## config.mk

```make
export PLATFORM = sky130hd
export DESIGN_NAME = retire_stage
export DESIGN_NICKNAME = d
export VERILOG_FILES = /design/src/source/tinker_pkg.sv /design/src/source/retire_stage.sv
export SDC_FILE = /design/constraint.sdc
export NUM_CORES = 1
export LEC_CHECK = 0
export ABC_AREA = 1
export BUFFER_PORTS_ARGS = -buffer_cell sky130_fd_sc_hd__clkbuf_2
export CAP_MARGIN = 10
export CORE_ASPECT_RATIO = 0.5
export CORE_MARGIN = 3
export CORE_UTILIZATION = 31
export CTS_CLUSTER_DIAMETER = 80
export DETAILED_ROUTE_END_ITERATION = 12
export PLACE_DENSITY = 0.72
export SETUP_SLACK_MARGIN = 0.02
export SYNTH_ARGS = -nofsm -noshare
export SYNTH_HDL_FRONTEND = slang
export SYNTH_SLANG_ARGS = --single-unit
export TNS_END_PERCENT = 5
```

## constraint.sdc

```tcl
create_clock -name clk -period 0.8 [get_ports clk]
set_input_delay 0 -clock clk [delete_from_list [all_inputs] [get_ports clk]]
set_output_delay 0 -clock clk [all_outputs]
set_load 0.005 [all_outputs]
```

## src/source/tinker_pkg.sv

```systemverilog
package tinker_pkg;

    // datapath and instruction widths
    localparam int xlen       = 64;
    localparam int instr_bits = 32;
    localparam int op_bits    = 5;
    localparam int reg_bits   = 5;
    localparam int imm_bits   = 12;

    // field positions, L sits at bit 0
    localparam int op_lsb = 27;
    localparam int rd_lsb = 22;
    localparam int rs_lsb = 17;
    localparam int rt_lsb = 12;

    // logic and shifts
    localparam logic [op_bits-1:0] op_and     = 5'b00000;
    localparam logic [op_bits-1:0] op_or      = 5'b00001;
    localparam logic [op_bits-1:0] op_xor     = 5'b00010;
    localparam logic [op_bits-1:0] op_not     = 5'b00011;
    localparam logic [op_bits-1:0] op_shftr   = 5'b00100;
    localparam logic [op_bits-1:0] op_shftri  = 5'b00101;
    localparam logic [op_bits-1:0] op_shftl   = 5'b00110;
    localparam logic [op_bits-1:0] op_shftli  = 5'b00111;
    // control flow
    localparam logic [op_bits-1:0] op_jump_rel2 = 5'b01010;
    localparam logic [op_bits-1:0] op_brnz      = 5'b01011;
    localparam logic [op_bits-1:0] op_halt      = 5'b01111;
    // moves
    localparam logic [op_bits-1:0] op_mov   = 5'b10001;
    localparam logic [op_bits-1:0] op_mov_l = 5'b10010;
    // arithmetic
    localparam logic [op_bits-1:0] op_add  = 5'b11000;
    localparam logic [op_bits-1:0] op_addi = 5'b11001;
    localparam logic [op_bits-1:0] op_sub  = 5'b11010;
    localparam logic [op_bits-1:0] op_subi = 5'b11011;

endpackage

```

## src/source/retire_stage.sv

```systemverilog
module retire_stage import tinker_pkg::*; (
    input  logic                clk,
    input  logic                reset,
    input  logic                ex_valid,
    input  logic [op_bits-1:0]  ex_op,
    input  logic [reg_bits-1:0] ex_rd,
    input  logic [xlen-1:0]     ex_result,
    output logic                wb_valid,
    output logic [reg_bits-1:0] wb_rd,
    output logic [xlen-1:0]     wb_data,
    output logic                wb_halt,
    output logic                hlt
);

    logic               mw_valid;
    logic [op_bits-1:0] mw_op;

    // MEM/WB control, plus the sticky halt flag
    always_ff @(posedge clk or posedge reset) begin
        if (reset) begin
            mw_valid <= 1'b0;
            hlt      <= 1'b0;
        end else begin
            mw_valid <= ex_valid;
            if (wb_halt) begin
                hlt <= 1'b1;
            end
        end
    end

    // MEM/WB payload
    always_ff @(posedge clk) begin
        mw_op   <= ex_op;
        wb_rd   <= ex_rd;
        wb_data <= ex_result;
    end

    // halt is not a register write
    assign wb_valid = mw_valid && mw_op != op_halt;
    assign wb_halt  = mw_valid && mw_op == op_halt;

endmodule

```

# ---- Yosys cells after proc, flatten, opt, wreduce, memory -nomap -nowiden
# Cells that the tools add are included.
dict set report classes {
  n_addsub 0
  multipliers 0
  n_div 0
  order_cmp 0
  eq_ne 2
  shifts 0
  muxes 0
  n_bitwise 0
  reduce_logical 2
}
# operator count
set op_table {}
lappend op_table {{5-bit by 4-bit == test with 1-bit output, second input constant} 1}
lappend op_table {{5-bit by 4-bit != test with 1-bit output, second input constant} 1}
lappend op_table {{1-bit logical AND} 2}
dict set report word_totals {
  ff_bits 76
  latch_bits 0
  mem_bits_rw 0
  romBits 0
  input_bits 77
  output_inout_bits 72
  wordCells 9
  mem_count 0
}

# ---- Depth between registers and ports, before layout
dict set report logic_depth {
  depth_word 2
  depth_mapped 4
  ltp_nobuf 4
}

# ---- Least setup slack after synthesis
# OpenSTA, ideal clock, no wires.
dict set report synth_timing {
  path_type {reg2reg}
  from {reg mw_op[3]}
  to {reg hlt}
  setup_time_ns 0.065
  arrival_ns 0.551
  required_ns 0.735
  setup_slack_ns 0.184
  stages_incl_launch_ff 5
  path_buffers 0
  synth_period_minus_slack_ns 0.616
  path_cell_list {dfxtp_1 -> inv_1 -> nor2_2 -> nand3_2 -> nand2_1}
}
dict set report synth_between {
  elab_chain_cells 2
}
# element line
set synth_rtl {}
lappend synth_rtl {{start, declared} retire_stage.sv:16} ;# logic [op_bits-1:0] mw_op;
lappend synth_rtl {{start signal, assigned} retire_stage.sv:33} ;# mw_op <= ex_op;
lappend synth_rtl {{5-bit by 4-bit == test with 1-bit output} retire_stage.sv:40} ;# assign wb_halt = mw_valid && mw_op == op_halt;
lappend synth_rtl {{1-bit logical AND} retire_stage.sv:40}
lappend synth_rtl {{end signal, assigned} retire_stage.sv:22} ;# hlt <= 1'b0;
lappend synth_rtl {{end signal, assigned} retire_stage.sv:26} ;# hlt <= 1'b1;
lappend synth_rtl {{end, declared} retire_stage.sv:12} ;# output logic hlt
# Every way passes these cells.
# A chain may end at the register's enable or synchronous reset.

# ---- Final worst setup path
dict set report layout_timing {
  from {reg mw_op[2]}
  to {out wb_halt}
}
dict set report layout_between {
  elab_chain_cells 2
}
# element line
set layout_rtl {}
lappend layout_rtl {{5-bit by 4-bit == test with 1-bit output} retire_stage.sv:40}
lappend layout_rtl {{1-bit logical AND} retire_stage.sv:40}
lappend layout_rtl {{end, declared} retire_stage.sv:11} ;# output logic wb_halt,
# Every way passes these cells.

==> impl_metrics.ini <==
[outcome]
status = complete, but fails checks
violations = negative setup slack

[clock_tree]
cts_buffers = 9
clk_pin_slew_ps = 70
clk_path_buf_depth = 2
cts_tree = done
h-tree-depth = 3
cts-root-buf = clkbuf_8
worstSkewPairLatency_ps = 330
cts_setup_buffers = 0
cts_sinks = 76

[cells_and_area]
most-common-layout-cells = clkbuf_2 (119), dlygate4sd3_1 (76), dfxtp_2 (49)
num-fill-cells = 249
final-seq-area_um2 = 1590
multiInputGateArea_um2 = 45.0
final_common_cell = clkbuf_2
fin_util = 0.771
syn2layout_area_growth_pct = 126
layout-drive-gt1-share = 0.666
layout.nets = 399

[flow_run]
drv_cap = 0

[global_routing]
grt_pass1_vias = 1819
overflow = 0
antenna_found_initial = 1
grt_max_degree = 13
grt_use_total = 0.200
grt_pass1_wl_mm = 9.00

[timing]
max_slew_margin = 0.908
post-route-min-period_ps = 1080
fin_crit_sh = 1.35
whs_ps = 71.5
rsz0062_at_grt = true
setup_violations = 4
hold_violations = 0
fin_ws_ps = -276
clock.fmax_mhz = 929
slew_viol_final = 0
fin_skew_ps = 4.28
setup_tns_ps = -531
worst_slew_pin_slew_ps = 137

[placed_design]
port_buffers = 148
post-place-ws_ps = 109
place_congestion = 0.667

[worst_setup_path]
r2r_cells = 4
worst_setup_path_start_kind = flip-flop
required_ps = 800
endpoint_kind = output pin
crit_arrival_ps = 1080
path_class = flip-flop to output pin
crit_path_max_fanout = 2

[synthesis]
yosys_warnings = 0
synth_area_um2 = 1590
ys_ff_latch = 76
postSynthCellCount = 87
synth_top_area_cell = dfxtp_1
synth_area_leaders = dfxtp_1 (93%), dfrtp_1 (3.2%), inv_1 (1.2%)
yosys.area.top_type_share = 0.933
yosysUniqueCellTypes = 7
synth_fp_nets = 164
avgSynthCellArea_um2 = 18.3
seq_area_frac_synth = 0.965

[drt]
drc = 0
drt_iter0_drc = 41
vias_per_cell = 3.92
first_pass_iters = 4
routed_wirelength_mm = 6.65
ant_nets = 0
post_drt_wl_per_cell_um = 16.9
vias = 1542

[hold_path]
hold_class = input port to asynchronous set/reset pin

[power]
ir_drop_uv = 1260
finalPower_mw = 8.13
p_leak_nw = 1.77
powerDensity_nw_per_um2 = 2260

[floorplan]
die_h_um = 56.6
die_w_um = 107
fp.coreArea_um2 = 4660
start_util = 0.341
dieArea_um2 = 6070
io_pins = 149
row_count = 17
-- cells by family after synthesis --
kind of cell / after synthesis / synth area share
flip-flops: 76 / 0.965
AO/OA/AOI/OAI: 1 / 0.00473
AND/OR/NAND/NOR: 5 / 0.0189
buffers and inverters: 5 / 0.0118
-- stage by stage --
| stage | cells | area [um^2] |
|---|---|---|
| floorplan | 87 | 1590 |
| global placement | 301 | 2410 |
| detailed placement | 301 | 2410 |
| CTS | 392 | 3400 |
| global route | 393 | 3590 |
| finish | 393 | 3590 |
-- cells in the mapped netlist --
cell,instances
dfxtp_1,74
inv_1,5
dfrtp_1,2
nand2_1,2
nor2_2,2
a21boi_0,1
nand3_2,1
-- registers in the layout, indices dropped and copies added (netlist names) --
| register | cells |
|---|---|
| hlt | 1 |
| mw_op | 5 |
| mw_valid | 1 |
| wb_data | 64 |
| wb_rd | 5 |
-- cell type report --
cell class | count | share of cell area
flip-flops and latches | 76 | 0.443
clock buffers | 11 | 0.0421
multi-input cells | 6 | 0.0125
repair buffers | 224 | 0.453
well taps | 66 | 0.0230
clock inverters | 4 | 0.0202
inverters | 5 | 0.00522
diodes | 1 | 0.000697
-- where the power goes --
part           leakage [nW]  switching (mW)  internal [mW]  total, mW
combinational          1.01           0.268          0.563      0.831
clock                 0.111            1.29           1.90       3.20
sequential            0.648          0.0826           4.02       4.10
-- final timing paths --
| path | startpoint | slack, ps | to |
|---|---|---|---|
| setup / recovery | mw_op[2] | -280 | wb_halt |
| hold / removal | reset | 70 | mw_valid |
| setup reg to reg | mw_op[2] | 80 | hlt |
| hold reg to reg | hlt | 480 | hlt |
| max in group asynchronous | reset | 610 | hlt |
| min in group clk | ex_result[29] | 300 | wb_data[29] |
-- per-layer routing --
layer	wire, um	vias up	global-route usage
li1	-	732	-
met1	2170	741	0.168
met2	4050	47	0.413
met3	194	22	0.0608
met4	245	0	0.106
met5	0	-	0
-- repair_timing --
item                                    4_1_cts  5_1_grt
hold buffers                                 76        0
resized for setup                             2       95
endpoints found under the hold margin        77        0
pin swaps                                     0        2
endpoints found under the setup margin        5       59
-- critical path, stage by stage, from the launching register on --
cell	delay (ps)
dfxtp_2	330
nand2_2	50
nor2_4	110
nand3_2	90
inv_2	70
buf_6	90
Power figures use the tool's default switching activity.
