==> config.mk <==
export PLATFORM = sky130hd
export DESIGN_NAME = decode_stage
export DESIGN_NICKNAME = d
export VERILOG_FILES = /design/src/source/tinker_pkg.sv /design/src/source/decode_stage.sv
export SDC_FILE = /design/constraint.sdc
export NUM_CORES = 1
export LEC_CHECK = 0
export ABC_AREA = 1
export BUFFER_PORTS_ARGS = -buffer_cell sky130_fd_sc_hd__buf_2
export CAP_MARGIN = 20
export CORE_AREA = 5 5 252 254
export CTS_CLUSTER_DIAMETER = 50
export DETAILED_ROUTE_END_ITERATION = 8
export DIE_AREA = 0 0 257 259
export GPL_TIMING_DRIVEN = 0
export PLACE_DENSITY = 0.39
export SLEW_MARGIN = 20
export SYNTH_ARGS = -nofsm -noshare
export SYNTH_HDL_FRONTEND = slang
export SYNTH_SLANG_ARGS = --single-unit
==> constraint.sdc <==
create_clock -name clk -period 2.9 [get_ports clk]
set_input_delay 0.58 -clock clk [delete_from_list [all_inputs] [get_ports clk]]
set_output_delay 0.58 -clock clk [all_outputs]
set_load 0.01 [all_outputs]
==> src/source/tinker_pkg.sv <==
package tinker_pkg;

    // datapath and instruction widths
    localparam int xlen       = 64;
    localparam int instr_bits = 32;
    localparam int op_bits    = 5;
    localparam int reg_bits   = 5;
    localparam int imm_bits   = 12;

    // field positions, L sits at bit 0
    localparam int op_lsb = 27;
    localparam int rd_lsb = 22;
    localparam int rs_lsb = 17;
    localparam int rt_lsb = 12;

    // logic and shifts
    localparam logic [op_bits-1:0] op_and     = 5'b00000;
    localparam logic [op_bits-1:0] op_or      = 5'b00001;
    localparam logic [op_bits-1:0] op_xor     = 5'b00010;
    localparam logic [op_bits-1:0] op_not     = 5'b00011;
    localparam logic [op_bits-1:0] op_shftr   = 5'b00100;
    localparam logic [op_bits-1:0] op_shftri  = 5'b00101;
    localparam logic [op_bits-1:0] op_shftl   = 5'b00110;
    localparam logic [op_bits-1:0] op_shftli  = 5'b00111;
    // control flow
    localparam logic [op_bits-1:0] op_jump_rel2 = 5'b01010;
    localparam logic [op_bits-1:0] op_brnz      = 5'b01011;
    localparam logic [op_bits-1:0] op_halt      = 5'b01111;
    // moves
    localparam logic [op_bits-1:0] op_mov   = 5'b10001;
    localparam logic [op_bits-1:0] op_mov_l = 5'b10010;
    // arithmetic
    localparam logic [op_bits-1:0] op_add  = 5'b11000;
    localparam logic [op_bits-1:0] op_addi = 5'b11001;
    localparam logic [op_bits-1:0] op_sub  = 5'b11010;
    localparam logic [op_bits-1:0] op_subi = 5'b11011;

endpackage

==> src/source/decode_stage.sv <==
module decode_stage import tinker_pkg::*; (
    input  logic                  clk,
    input  logic                  reset,
    input  logic                  flush,
    input  logic                  if_valid,
    input  logic [xlen-1:0]       if_pc,
    input  logic [instr_bits-1:0] if_instr,
    input  logic [xlen-1:0]       rs_val,
    input  logic [xlen-1:0]       rt_val,
    input  logic [xlen-1:0]       rd_val,
    output logic [reg_bits-1:0]   rs_idx,
    output logic [reg_bits-1:0]   rt_idx,
    output logic [reg_bits-1:0]   rd_idx,
    output logic                  halt_ahead,
    output logic                  id_valid,
    output logic [op_bits-1:0]    id_op,
    output logic [reg_bits-1:0]   id_rd,
    output logic [reg_bits-1:0]   id_rs,
    output logic [reg_bits-1:0]   id_rt,
    output logic [xlen-1:0]       id_imm,
    output logic                  id_rt_used,
    output logic [xlen-1:0]       id_pc,
    output logic [xlen-1:0]       id_a,
    output logic [xlen-1:0]       id_b,
    output logic [xlen-1:0]       id_d
);

    logic [op_bits-1:0]  op;
    logic [imm_bits-1:0] imm;
    logic                rt_used;

    // field slicing, register file reads go out straight from here
    assign op     = if_instr[op_lsb +: op_bits];
    assign rd_idx = if_instr[rd_lsb +: reg_bits];
    assign rs_idx = if_instr[rs_lsb +: reg_bits];
    assign rt_idx = if_instr[rt_lsb +: reg_bits];
    assign imm    = if_instr[imm_bits-1:0];

    // immediate forms, mov_L and jump rel2 take L instead of rt
    assign rt_used = !(op == op_addi || op == op_subi || op == op_shftri ||
                       op == op_shftli || op == op_mov_l || op == op_jump_rel2);

    assign halt_ahead = id_valid && id_op == op_halt;

    // ID/EX valid
    // whatever sits behind a halt is dropped here
    always_ff @(posedge clk or posedge reset) begin
        if (reset) begin
            id_valid <= 1'b0;
        end else begin
            id_valid <= if_valid && !flush && !halt_ahead;
        end
    end

    // ID/EX payload
    always_ff @(posedge clk) begin
        id_op      <= op;
        id_rd      <= rd_idx;
        id_rs      <= rs_idx;
        id_rt      <= rt_idx;
        id_imm     <= {{(xlen-imm_bits){imm[imm_bits-1]}}, imm};
        id_rt_used <= rt_used;
        id_pc      <= if_pc;
        id_a       <= rs_val;
        id_b       <= rt_val;
        id_d       <= rd_val;
    end

endmodule

# ---- After elaboration in Yosys (flattened, before gate mapping)
# Cells that the tools add are included.
dict set report classes {
  n_reduce_logical 11
  eq_ne 7
}
# op n
set op_table {}
lappend op_table {{$eq A5 B5 Y1 const B} 3}
lappend op_table {{$eq A5 B3 Y1 const B} 2}
lappend op_table {{$eq A5 B4 Y1 const B} 2}
lappend op_table {{$logic_or A1 B1 Y1} 5}
lappend op_table {{$logic_and A1 B1 Y1} 3}
lappend op_table {{$logic_not A1 Y1} 3}
dict set report totals {
  register_bits 290
  wordCells 29
  out_inout_bits 358
  input_bits 292
}

# ---- Logic depth before layout (Yosys ltp)
dict set report depth {
  depth_word 7
  mapped_depth 5
  ltp_nobuf 5
}

# ---- Worst setup path before layout
# No wires, ideal clock.
dict set report synth_timing {
  kind {register -> output}
  start {reg id_imm[11] (netlist name)}
  end {out id_imm[12]}
  path_buffers 1
  required_ps 2320
  t_arrival_ps 1448
  stages_incl_launch_ff 2
  slack_ps 872
  cell_sequence {dfxtp_1 -> buf_4}
}
# element line
set synth_rtl {}
lappend synth_rtl {{end: declaration} decode_stage.sv:20} ;# output logic [xlen-1:0] id_imm,
# No word-level cell between the ends.

# ---- Worst setup path in the final report
dict set report layout_timing {
  start {reg id_imm[11] (netlist name)}
  end {out id_imm[12]}
}
# No word-level cell between the ends.

==> flow_summary.json <==
{
  "clk_pin_slew_worst_paths_ns": 0.06,
  "seq_area_frac_synth_pct": 90.5,
  "fin_nets": 1373,
  "finalCriticalPeriod_ns": 2.02,
  "final_cells": 1907,
  "ir_drop_mv": 0.488,
  "htree_levels": 2,
  "wl_per_cell_um": 13.6,
  "synth_nets": 676,
  "grt_usage_pct": 7.33,
  "final_common_cell": "buf_2",
  "path_max_fanout": 48,
  "syn_avg_cell_area_um2": 16.7,
  "nFillCells": 6691,
  "synth_mux_area_share_pct": 0,
  "finalHoldViolations": 0,
  "slew_headroom_pct": 85.4,
  "worstSetupPathType": "flip-flop to output pin",
  "dp_slack_ns": 1.35,
  "fin_skew_ns": 0.00299,
  "cts_resized": 0,
  "end_kind": "output pin",
  "drt_wl_total_um": 25900,
  "initial_core_util_pct": 10.5,
  "dp_hpwl_um": 21500,
  "min_period_over_period_pct": 69.6,
  "ys_ff_latch": 290,
  "synth_warnings": 0,
  "synth_compound_area_share_pct": 0,
  "drt-pass1-iter-count": 4,
  "ioPinCount": 650,
  "die_h_um": 259,
  "hp-class": "primary input to flip-flop",
  "synthTopCellsByArea": "dfxtp_1, buf_4, inv_1, nand2_1, dfrtp_1",
  "place.gp.congestion": 0.796,
  "via_per_inst": 2.79,
  "detail-route-antenna-nets": 0,
  "cts_made_buffers": 44,
  "via_count": 5314,
  "grt_pass1_wl_um": 36700,
  "final_area_mm2": 0.0122,
  "drive_above_1_share_pct": 71.2,
  "slew_viol_final": 0,
  "critPathRequiredTime_ns": 2.32,
  "tritoncts": "done",
  "layout_common_cells": "buf_2, dfxtp_1, buf_4, clkbuf_16, inv_1",
  "synth_top_family_by_area": "buffers and inverters",
  "synth_cell_types": 8,
  "holdWs_ns": 0.122,
  "fmax_ghz": 0.495,
  "arrival_ns": 1.44,
  "placed_area_mm2": 0.0107,
  "fin_setup_tns_ns": 0,
  "dieArea_mm2": 0.0666,
  "postCtsHoldBufs": 1,
  "setup_ws_ns": 0.881,
  "worst_pin_slew_ns": 0.221,
  "synthDominantCellAreaShare_pct": 90.1,
  "power_density_mw_per_mm2": 854,
  "syn_inst": 384,
  "dpl.cell_count": 1824,
  "grt_pass1_vias": 5784,
  "syn_to_final_growth_pct": 90.7,
  "cts_setup_buffers": 0,
  "io_buffers": 649,
  "antenna_found_initial": 4,
  "die_w_um": 257,
  "rows": 91,
  "finalSetupViolations": 0,
  "rsz0062_at_grt": "false",
  "cts_sinks": 290,
  "drt-initial-drc-count": 156,
  "yosysTopAreaCell": "dfxtp_1",
  "insertion_delay_ns": 0.54,
  "yosys.area_share.simple_pct": 0.955,
  "synth-xor-area-share_pct": 0,
  "grt_max_degree": 49,
  "worstSetupStartpointType": "flip-flop",
  "cts.path.max_buffers": 3,
  "drc": 0,
  "outcome": "complete, no violations",
  "max_cap_viol_count": 0,
  "synth_fa_ha_area_share_pct": 0,
  "core_mm2": 0.0610,
  "clk_root_buffer_cell": "clkbuf_16",
  "synthesis.area_mm2": 0.00642,
  "p_leak_nw": 6.21,
  "gr-total-overflow": 0
}
-- per-layer routing --
metal | global-route usage [%] | part of all wire, % | vias to the layer above | wire length (µm)
li1 | - | - | 2519 | -
met3 | 4.49 | 14 | 62 | 3660
met1 | 6.96 | 33 | 2327 | 8530
met2 | 12.5 | 49 | 402 | 12700
met5 | 0 | 0.10 | - | 27
met4 | 3.55 | 4.0 | 4 | 1030
-- state kept, by name (all words and copies together), names as in the netlist --
| register | cells |
|---|---|
| id_a | 64 |
| id_b | 64 |
| id_d | 64 |
| id_pc | 64 |
| id_imm | 12 |
| id_op | 5 |
| id_rd | 5 |
| id_rs | 5 |
| id_rt | 5 |
| id_rt_used | 1 |
| id_valid | 1 |
-- metrics by stage --
step	utilization [%]	power, mW
detailed placement	17.5	5.08
global route	20.1	10.9
CTS	20.1	10.7
global placement	17.5	5.08
floorplan	-	4.57
finish	20.1	10.4
-- synthesized netlist by cell type --
cell type and count:
buf_4 67, dfrtp_1 1, dfxtp_1 289, inv_1 12, nand2_1 10, nand3_1 1
nand3b_1 1, nor2_1 3
-- report_power, final --
part           internal (mW)  switching (mW)
logic                  0.368           0.343
clock network           3.44            2.04
registers               4.20          0.0561
total                   8.01            2.44
-- layout make-up --
type	count	area (µm²)	area share [%]
repair buffers	651	3280	26.8
multi-input cells	15	61.3	0.501
clock buffers	52	1180	9.66
clock inverters	29	368	3.01
flip-flops and latches	290	5810	47.5
plain buffers	67	503	4.11
inverters	12	45.0	0.368
diodes	1	2.50	0.0204
well taps	790	988	8.08
-- critical path, cell delays in order (launching register included) --
cell and delay [ns]:
dfxtp_2 0.39, buf_12 0.22, buf_4 0.14, buf_2 0.12
-- final timing paths --
check | slack [ns] | cells after the start | endpoint | start
worst min-delay path | 0.12 | 1 | id_a[30] | rs_val[30]
worst max-delay path | 0.88 | 3 | id_imm[12] | id_imm[11]
worst min register to register | 0.67 | 4 | id_valid | id_op[0]
worst max register to register | 2.04 | 5 | id_valid | id_valid
min in group asynchronous | 0.43 | 3 | id_valid | reset
max in group asynchronous | 2.38 | 3 | id_valid | reset
-- cell families (layout without fill, tap and decap cells) --
| kind of cell | after synthesis | count (layout) |
|---|---|---|
| other | 0 | 1 |
| buffers and inverters | 79 | 811 |
| DFF | 290 | 290 |
| and+or+nand+nor | 15 | 15 |
No activity file was read; power rests on OpenSTA's default activity.
