==> config.mk <==
export PLATFORM = sky130hd
export DESIGN_NAME = fetch_stage
export DESIGN_NICKNAME = d
export VERILOG_FILES = /design/src/source/tinker_pkg.sv /design/src/source/fetch_stage.sv
export SDC_FILE = /design/constraint.sdc
export NUM_CORES = 1
export LEC_CHECK = 0
export BUFFER_PORTS_ARGS = -buffer_cell sky130_fd_sc_hd__buf_2
export CAP_MARGIN = 20
export CORE_AREA = 2 2 133 135
export DETAILED_ROUTE_END_ITERATION = 16
export DIE_AREA = 0 0 135 137
export PLACE_DENSITY = 0.63
export REMOVE_ABC_BUFFERS = 1
export SLEW_MARGIN = 20
export SYNTH_ARGS = -nofsm -noshare
export SYNTH_HDL_FRONTEND = slang
export SYNTH_SLANG_ARGS = --single-unit
==> constraint.sdc <==
create_clock -name clk -period 2.65 [get_ports clk]
set_input_delay 0.1325 -clock clk [delete_from_list [all_inputs] [get_ports clk]]
set_output_delay 0.1325 -clock clk [all_outputs]
set_load 0.02 [all_outputs]
==> src/source/tinker_pkg.sv <==
package tinker_pkg;

    // datapath and instruction widths
    localparam int xlen       = 64;
    localparam int instr_bits = 32;
    localparam int op_bits    = 5;
    localparam int reg_bits   = 5;
    localparam int imm_bits   = 12;

    // field positions, L sits at bit 0
    localparam int op_lsb = 27;
    localparam int rd_lsb = 22;
    localparam int rs_lsb = 17;
    localparam int rt_lsb = 12;

    // logic and shifts
    localparam logic [op_bits-1:0] op_and     = 5'b00000;
    localparam logic [op_bits-1:0] op_or      = 5'b00001;
    localparam logic [op_bits-1:0] op_xor     = 5'b00010;
    localparam logic [op_bits-1:0] op_not     = 5'b00011;
    localparam logic [op_bits-1:0] op_shftr   = 5'b00100;
    localparam logic [op_bits-1:0] op_shftri  = 5'b00101;
    localparam logic [op_bits-1:0] op_shftl   = 5'b00110;
    localparam logic [op_bits-1:0] op_shftli  = 5'b00111;
    // control flow
    localparam logic [op_bits-1:0] op_jump_rel2 = 5'b01010;
    localparam logic [op_bits-1:0] op_brnz      = 5'b01011;
    localparam logic [op_bits-1:0] op_halt      = 5'b01111;
    // moves
    localparam logic [op_bits-1:0] op_mov   = 5'b10001;
    localparam logic [op_bits-1:0] op_mov_l = 5'b10010;
    // arithmetic
    localparam logic [op_bits-1:0] op_add  = 5'b11000;
    localparam logic [op_bits-1:0] op_addi = 5'b11001;
    localparam logic [op_bits-1:0] op_sub  = 5'b11010;
    localparam logic [op_bits-1:0] op_subi = 5'b11011;

endpackage

==> src/source/fetch_stage.sv <==
module fetch_stage import tinker_pkg::*; #(
    parameter logic [xlen-1:0] reset_pc = 64'h2000
) (
    input  logic                  clk,
    input  logic                  reset,
    input  logic                  boot,
    input  logic                  stop,
    input  logic                  redirect,
    input  logic [xlen-1:0]       target,
    input  logic [instr_bits-1:0] imem_instr,
    output logic [xlen-1:0]       pc,
    output logic                  if_valid,
    output logic [xlen-1:0]       if_pc,
    output logic [instr_bits-1:0] if_instr
);

    // pc update and IF/ID valid
    always_ff @(posedge clk or posedge reset) begin
        if (reset) begin
            pc       <= reset_pc;
            if_valid <= 1'b0;
        end else if (redirect) begin
            // taken branch wins over a pending halt stop
            pc       <= target;
            if_valid <= 1'b0;
        end else if (boot || stop) begin
            // hold pc, send bubbles
            if_valid <= 1'b0;
        end else begin
            pc       <= pc + xlen'(4);
            if_valid <= 1'b1;
        end
    end

    // IF/ID payload, qualified by if_valid
    always_ff @(posedge clk) begin
        if_pc    <= pc;
        if_instr <= imem_instr;
    end

endmodule

Word level (Yosys, flattened, before mapping)
Cells that the tools add are included.
{"block": "totals", "word_cells": 11, "ff_bits": 161, "input_bits": 101}
{"block": "op_classes", "eq_ne": 1, "mux": 4, "n_reduce_logical": 1, "n_addsub": 1}
{"cell": "$mux W64", "n": 2}
{"cell": "$add A64 B3 Y64 const B", "n": 1}
{"cell": "$mux W1", "n": 2}
{"cell": "$ne A2 B2 Y1 const B", "n": 1}
{"cell": "$logic_or A1 B1 Y1", "n": 1}

Logic depth before layout (Yosys ltp)
Gate-level depths: netlist of run 1.
{"block": "logic_depth", "ltp_word": 3, "depth_mapped": 7, "mapped_depth_nobuf": 6}

Least setup slack after synthesis of run 1
Ideal clock, no wire load.
{"block": "synth_path", "kind": "flip-flop to flip-flop", "from": "register pc[2]", "to": "register pc[46]", "setup_ns": 0.082, "arrival_ns": 2.418, "required_time_ns": 2.568, "synth_period_minus_slack_ns": 2.500, "setup_slack_ns": 0.150, "path_buffers": 1, "path_stages_with_launch": 8, "path_cell_list": "dfrtp_1 -> ha_1 -> and4_1 -> nand3_2 -> or4_4 -> buf_6 -> or4_1 -> a31oi_1"}
{"block": "synth_between", "elab_chain_cells": 3}
{"element": "start: declaration", "line": "fetch_stage.sv:11", "rtl": "output logic [xlen-1:0] pc,"}
{"element": "start signal: assignment", "line": "fetch_stage.sv:20", "rtl": "pc <= reset_pc;"}
{"element": "start signal: assignment", "line": "fetch_stage.sv:24", "rtl": "pc <= target;"}
{"element": "start signal: assignment", "line": "fetch_stage.sv:30", "rtl": "pc <= pc + xlen'(4);"}
{"element": "$add A64 B3 Y64", "line": "fetch_stage.sv:30"}
{"element": "$mux W64", "line": "fetch_stage.sv:26", "rtl": "end else if (boot || stop) begin"}
{"element": "$mux W64", "line": "fetch_stage.sv:22", "rtl": "end else if (redirect) begin"}
Every way passes these cells. The select of a mux whose other input is x is not followed.
A chain may end at the register's enable or synchronous reset.

Final worst setup path of run 1
{"block": "layout_path", "from": "register pc[2]", "to": "register pc[50]"}
Same word-level chain as after synthesis.

==> results of run 1 <==
-- synth_stat cells, types with 2 or more instances --
library cell | number | area [sq um]
dfxtp_1 | 96 | 1920
nand2_1 | 68 | 255
dfrtp_1 | 64 | 1600
o21ai_0 | 37 | 185
nor2_1 | 34 | 128
nand3_1 | 28 | 140
nand4_1 | 28 | 175
clkbuf_1 | 21 | 78.8
or4_1 | 21 | 158
xnor2_1 | 21 | 184
a31oi_1 | 20 | 125
o31ai_1 | 15 | 113
xor2_1 | 13 | 114
nor3_1 | 10 | 50.1
and3_1 | 9 | 56.3
inv_1 | 9 | 33.8
and4_1 | 7 | 61.3
nor4_1 | 6 | 37.5
o211ai_1 | 5 | 37.5
or3_1 | 4 | 25.0
and2_1 | 3 | 18.8
mux2_2 | 2 | 22.5
nand3_2 | 2 | 20.0
nor4_2 | 2 | 25.0
-- worst max-delay path by stage --
stage          slack [ns]      to   from
2_1_floorplan        0.22  pc[50]  pc[2]
3_3_place_gp         0.27  pc[46]  pc[2]
3_5_place_dp         0.23  pc[50]  pc[2]
4_1_cts              0.21  pc[48]  pc[2]
5_1_grt              0.05  pc[52]  pc[2]
6_report             0.19  pc[50]  pc[2]
-- per-layer routing --
| layer | track usage | share of wire |
|---|---|---|
| met3 | 0.0470 | 0.059 |
| met1 | 0.245 | 0.44 |
| met4 | 0.0706 | 0.019 |
| met2 | 0.331 | 0.48 |
| met5 | 0 | 0 |
-- through the flow --
stage | power (mW) | util | worst slack [ns] | std cells | instance area, sq um
after floorplan | 3.29 | - | 0.222 | 519 | 5650
after CTS | 6.15 | 0.525 | 0.209 | 1156 | 8950
after global placement | 3.68 | 0.434 | 0.274 | 1025 | 7400
after global routing | 6.35 | 0.525 | 0.0543 | 1156 | 8950
final | 6.09 | 0.525 | 0.190 | 1156 | 8950
after detailed placement | 3.70 | 0.434 | 0.234 | 1025 | 7400
-- cell families (layout without fill, tap and decap cells) --
kind of cell | count (synthesis) | in the layout | share of synthesized area
AOI/OAI and AO/OA | 82 | 82 | 0.0872
xor gates and xnor gates | 34 | 34 | 0.0519
adders and majority gates | 1 | 1 | 0.00218
buffers and inverters | 32 | 421 | 0.0222
DFF | 161 | 161 | 0.618
muxes | 3 | 3 | 0.00567
and+or+nand+nor | 229 | 229 | 0.213
-- power breakdown --
group / internal, mW / switching [mW]
clock network: 1.31 / 1.02
registers: 2.64 / 0.172
logic: 0.393 / 0.548
total: 4.35 / 1.74
-- tightest hold or removal path: cells and delay by family --
kind | cells | cell delay [ns]
AOI/OAI and AO/OA | 1 | 0.06
and+or+nand+nor | 1 | 0.11
xor gates and xnor gates | 1 | 0.14
buffers and inverters | 1 | 0.12
-- layout make-up --
cell class / instances / area, sq um
Clock buffer: 22 / 485
Clock inverter: 10 / 76.3
Fill cell: 1599 / 8110
Inverter: 9 / 33.8
Multi-Input combinational cell: 349 / 2060
Sequential cell: 161 / 3550
Tap cell: 225 / 282
Timing Repair Buffer: 380 / 2460
-- state kept, by name, summed over array words and instances (netlist names) --
signal / count
if_instr: 32
if_valid: 1
pc: 64
if_pc: 64
==> summary.txt, run 1 <==
Status
  – Status: finished clean

Critical path
  – Worst path arrival time: 2.80 ns
  – Kind of critical path: reg2reg
  – Critical path cell sequence: ha_1 -> and4_1 -> nand3_2 -> or4_4 -> or4_1 -> a31oi_1
  – R2r setup slk: 0.19 ns
  – Reg2reg end: pc[50]
  – Reg-to-Reg Start: pc[2]
  – Family with the most delay on the worst path: simple AND/OR/NAND/NOR gates
  – Crit path buf inv count: 0
  – Reg2Reg Depth: 6
  – Crit-path max FO: 11
  – Cell depth of the worst setup path: 6
  – Critical-path cell with the highest stage delay: or4_4
  – CP Launch Type: flip-flop
  – Slowest stage delay, CP: 0.58 ns
  – Worst Setup End Kind: flip-flop
  – Worst endpoint required time: 2.99 ns

STA
  – Min Tclk post-route: 2.46 ns
  – FMAX: 406 MHz
  – Final setup TNS: 0 ns
  – Slew margin rel.: 0.659
  – RSZ-0062 raised after global routing: false
  – Slew at the pin closest to its max-slew limit: 0.505 ns
  – # setup viols final: 0
  – Final period util: 0.928
  – Slew Viols, Final: 0
  – Hold Violations, Final: 0
  – Clock skew: 0.0132 ns
  – WHS: 0.187 ns

Flow run
  – Total of max-cap violations: 0

Synthesis
  – Post-synth ARST share: 0.404
  – Mapped cell area: 0.00574 sq mm
  – Mean Syn Cell Area: 10.6 sq um
  – Yosys warnings: 0
  – Sequential area share after synthesis: 0.618
  – Post-synth EDFFs: 0
  – Flop and latch count out of synthesis: 161
  – Ys flop type: dfxtp_1
  – Unique cell type count in the Yosys netlist: 41
  – Synth Instances: 542

Floorplanning
  – Io pins: 262
  – Die Y: 137 microns
  – Core Rows: 48
  – Die Wd: 135 microns
  – Core ar.: 0.0171 sq mm
  – Initial core utilization: 0.337
  – Die area: 0.0185 sq mm

Clock network
  – CTS tree: done
  – Setup Fix Bufs, Post-CTS: 0
  – TritonCTS buffer count: 17
  – CTS clk-pin slew, worst paths: 0.06 ns
  – Max Buffers Root-to-Sink: 2
  – Post-CTS Resized: 0
  – CTS Hold Bufs: 99
  – Worst skew pair latency: 0.43 ns
  – Clock Sinks: 161
  – H-tree depth: 4
  – Root Buffer: clkbuf_16

Global route
  – Initial antenna violation count: 0
  – Vias in the first global route: 5448
  – First-pass GRT wire length: 28.0 mm
  – GRT Util Overall: 0.196
  – Congestion Overflow GR: 0
  – Largest net degree at the start of global routing: 66

Pwr
  – Power Density: 681 mW/mm^2
  – Leak Pwr: 3.98 nW
  – VDD IR-drop max: 0.000437 V

Hold path
  – WHS Path Cells: 4
  – Hold Path End: pc[2]
  – Class of the worst hold path: in2reg
  – Worst hold start: boot

Route
  – Final WL: 17.9 mm
  – DRT Pass-1 Iters: 5
  – DRC violations left: 0
  – DR WL/cell: 15.5 microns
  – Via count: 5474
  – Via density: 4.74
  – DRT antenna net count: 0
  – Iteration-0 DRC Markers: 292

Layout
  – Final net count: 1020
  – Commonest non-fill, non-tap cell in the layout: buf_2
  – Area grow syn2layout: 55.9%
  – Fraction of layout cells with a size suffix above 1: 0.346
  – Ant diodes: 0
  – Most frequent cells in the layout: buf_2 (261), dlygate4sd3_1 (99), dfxtp_1 (96)

Placement
  – Hpwl dp: 12.4 mm
  – Buffers on Ports: 261
  – Gpl congestion: 0.764
No activity file was read; power rests on OpenSTA's default activity.
==> run 2: changes to the inputs <==
ABC_AREA = 1   (was unset)
CORE_AREA = 2 2 135 137   (was 2 2 133 135)
DIE_AREA = 0 0 137 139   (was 0 0 135 137)
PLACE_DENSITY = 0.69   (was 0.63)
REMOVE_ABC_BUFFERS = unset   (was 1)
==> summary.txt, run 2 <==
Critical path
  – Worst Setup End Kind: flip-flop (unchanged)
  – Family with the most delay on the worst path: simple AND/OR/NAND/NOR gates (unchanged)
  – Critical-path cell with the highest stage delay: dfrtp_1 (was or4_4)
  – Worst endpoint required time: 2.98 ns (was 2.99 ns)
  – Kind of critical path: reg2reg (unchanged)
  – Crit path buf inv count: 0 (unchanged)
  – Critical path cell sequence: ha_1 -> nand2_2 -> nor2_4 -> nand2_4 -> nor2_2 -> nand3_1 -> xor2_1 -> nand2_1 -> nand2_1 (was ha_1 -> and4_1 -> nand3_2 -> or4_4 -> or4_1 -> a31oi_1)
  – Worst path arrival time: 2.25 ns (was 2.80 ns)
  – Crit path launch: pc[2] (unchanged)
  – Crit-path max FO: 7 (was 11)
  – CP Launch Type: flip-flop (unchanged)
  – Reg-to-Reg Start: pc[2] (unchanged)
  – Slowest stage delay, CP: 0.48 ns (was 0.58 ns)
  – Cell mode on critical path: nand2_1

Synthesis
  – Post-synth EDFFs: 0 (unchanged)
  – Synth area leaders: dfxtp_1 (28%), dfrtp_1 (23%), nand2_1 (17%), nor2_1 (6.0%), inv_1 (5.1%) (was dfxtp_1 (33%), dfrtp_1 (28%), nand2_1 (4.4%), o21ai_0 (3.2%), xnor2_1 (3.2%))
  – Count leader, synth: nand2_1 (was dfxtp_1)
  – Ys flop type: dfxtp_1 (unchanged)
  – Synth Net Count: 1010
  – Area leader, netlist: dfxtp_1 (unchanged)
  – Mean Syn Cell Area: 7.64 sq um (was 10.6 sq um)
  – Sequential area share after synthesis: 0.511 (was 0.618)
  – Unique cell type count in the Yosys netlist: 32 (was 41)
  – Top cells by count, synth: nand2_1 (312), nor2_1 (111), dfxtp_1 (96), inv_1 (94), nand3_1 (67) (was dfxtp_1 (96), nand2_1 (68), dfrtp_1 (64), o21ai_0 (37), nor2_1 (34))
  – Mapped cell area: 0.00694 sq mm (was 0.00574 sq mm)
  – Post-synth ARST share: 0.404 (unchanged)
  – Yosys warnings: 0 (unchanged)
  – Synth top area share: 0.277 (was 0.335)
  – Synth Instances: 908 (was 542)
  – Flop and latch count out of synthesis: 161 (unchanged)

Placement
  – Worst Setup Slack post-DPL: 0.733 ns (was 0.234 ns)
  – Hpwl dp: 17.3 mm (was 12.4 mm)
  – Buffers on Ports: 261 (unchanged)
  – Gpl congestion: 0.974 (was 0.764)

Route
  – DRC violations left: 0 (unchanged)
  – DRT antenna net count: 0 (unchanged)
  – Metal-1 WL: 10.4 mm (was 7.96 mm)
  – DRT Pass-1 Iters: 5 (unchanged)
  – DR WL/cell: 15.7 microns (was 15.5 microns)
  – Iteration-0 DRC Markers: 432 (was 292)
  – Met3 WL: 1.65 mm (was 1.05 mm)
  – Final WL: 23.5 mm (was 17.9 mm)
  – Via count: 7091 (was 5474)
  – Via density: 4.72 (was 4.74)
  – Top routing layer in use: met4 (unchanged)
  – DR WL met2: 11.1 mm (was 8.59 mm)

Floorplanning
  – Io pins: 262 (unchanged)
  – Initial core utilization: 0.393 (was 0.337)
  – Die Y: 139 microns (was 137 microns)
  – Core Rows: 49 (was 48)
  – Die Wd: 137 microns (was 135 microns)
  – Die area: 0.0190 sq mm (was 0.0185 sq mm)
  – Core ar.: 0.0177 sq mm (was 0.0171 sq mm)

STA
  – Hold Violations, Final: 0 (unchanged)
  – Min Tclk post-route: 1.93 ns (was 2.46 ns)
  – # setup viols final: 0 (unchanged)
  – RSZ-0062 raised after global routing: false (unchanged)
  – Final WS setup: 0.725 ns (was 0.190 ns)
  – Final period util: 0.727 (was 0.928)
  – Slew Viols, Final: 0 (unchanged)
  – FMAX: 519 MHz (was 406 MHz)
  – Slew margin rel.: 0.496 (was 0.659)
  – Final setup TNS: 0 ns (unchanged)
  – Slew at the pin closest to its max-slew limit: 0.754 ns (was 0.505 ns)
  – Clock skew: 0.0142 ns (was 0.0132 ns)

Global route
  – Largest net degree at the start of global routing: 66 (unchanged)
  – Initial antenna violation count: 0 (unchanged)
  – GRT Util Overall: 0.250 (was 0.196)
  – Vias in the first global route: 6866 (was 5448)
  – First-pass GRT wire length: 36.5 mm (was 28.0 mm)
  – Congestion Overflow GR: 0 (unchanged)

Layout
  – Register area: 0.00355 sq mm (unchanged)
  – Fraction of layout cells with a size suffix above 1: 0.267 (was 0.346)
  – Most frequent cells in the layout: nand2_1 (312), buf_2 (261), nor2_1 (111) (was buf_2 (261), dlygate4sd3_1 (99), dfxtp_1 (96))
  – FILL cells: 1687 (was 1599)
  – Biggest regs: if_pc: 64 flops, pc: 64 flops, if_instr: 32 flops (unchanged)
  – Final net count: 1361 (was 1020)
  – Area grow syn2layout: 42.9% (was 55.9%)
  – Commonest non-fill, non-tap cell in the layout: nand2_1 (was buf_2)
  – Ant diodes: 0 (unchanged)
  – Area occupied by multi-input gates: 0.00294 sq mm (was 0.00206 sq mm)

Pwr
  – Power Density: 658 mW/mm^2 (was 681 mW/mm^2)
  – Gate power share: 0.179 (was 0.154)
  – Leak Pwr: 4.88 nW (was 3.98 nW)
  – Sw Ratio: 0.329 (was 0.286)
  – Total power: 6.52 mW (was 6.09 mW)
  – Seq pwr share: 0.444 (was 0.462)
  – Clock network power share: 0.377 (was 0.383)
  – Sw Pwr: 2.15 mW (was 1.74 mW)
  – Int Pwr: 4.38 mW (was 4.35 mW)
  – VDD IR-drop max: 0.000451 V (was 0.000437 V)

Clock network
  – H-tree depth: 4 (unchanged)
  – Setup Fix Bufs, Post-CTS: 0 (unchanged)
  – Post-CTS Resized: 0 (unchanged)
  – CTS clk-pin slew, worst paths: 0.07 ns (was 0.06 ns)
  – Max Buffers Root-to-Sink: 2 (unchanged)
  – Clock Sinks: 161 (unchanged)
  – Root Buffer: clkbuf_16 (unchanged)
  – TritonCTS buffer count: 17 (unchanged)
  – CTS tree: done (unchanged)
  – Worst skew pair latency: 0.44 ns (was 0.43 ns)

Hold path
  – Class of the worst hold path: in2reg (unchanged)
  – Worst hold start: target[44] (was boot)

Flow run
  – Total of max-cap violations: 0 (unchanged)

Status
  – Status: finished clean (unchanged)
run 2: final timing paths:
kind	endpoint	slack, ns	cells after the start
setup / recovery	pc[36]	0.72	9
hold / removal	pc[44]	0.01	5
setup reg to reg	pc[36]	0.72	9
hold reg to reg	if_pc[0]	0.41	0
max in group asynchronous	pc[13]	2.01	4
min in group asynchronous	pc[54]	0.33	4
run 2: power groups by stage:
stage / Clock [mW] / Combinational, mW / Sequential [mW]
2_1_floorplan: 0 / 0.356 / 3.19
3_3_place_gp: 0 / 1.07 / 2.94
3_5_place_dp: 0 / 1.07 / 2.95
4_1_cts: 2.50 / 1.17 / 2.89
5_1_grt: 2.61 / 1.27 / 2.93
6_report: 2.46 / 1.17 / 2.90
run 2: area by class of cell:
cell class,count,area share
Sequential cell,161,0.358
Multi-Input combinational cell,631,0.296
Timing Repair Buffer,350,0.221
Clock buffer,17,0.0429
Inverter,98,0.0371
Tap cell,229,0.0289
Clock inverter,15,0.0160
run 2: cell families after synthesis:
| kind of cell | after synthesis | synth area share |
|---|---|---|
| adder cells (fa/ha/maj) | 1 | 0.00180 |
| flip-flops | 161 | 0.511 |
| buffers and inverters | 116 | 0.0656 |
| AO/OA/AOI/OAI | 63 | 0.0510 |
| XOR/XNOR | 26 | 0.0328 |
| AND/OR/NAND/NOR | 541 | 0.337 |
run 2: worst reg2reg max path: cells and delay by family, from the launching register on:
kind | cells | cell delay (ns)
xor+xnor | 1 | 0.19
flops | 1 | 0.48
fa+ha+maj | 1 | 0.24
simple gates | 7 | 0.91
run 2: stage by stage:
step                      utilization  cells  hold slack [ns]  cell area (sq um)
after floorplan                     -    908            0.160               6940
after detailed placement        0.482   1386            0.236               8500
after global placement          0.482   1386            0.235               8500
after global routing            0.562   1501           0.0191               9920
after CTS                       0.562   1501         0.000155               9920
final                           0.562   1501           0.0112               9920
run 2: routing by layer:
metal / vias up / GRT usage
li1: 3527 / -
met4: 0 / 0.0711
met5: - / 0
met1: 3253 / 0.335
met3: 22 / 0.0519
met2: 289 / 0.405
run 2: what timing repair did:
action / CTS / global route
endpoints found under the setup margin: 0 / 0
endpoints found under the hold margin: 146 / 0
hold buffers: 83 / 0
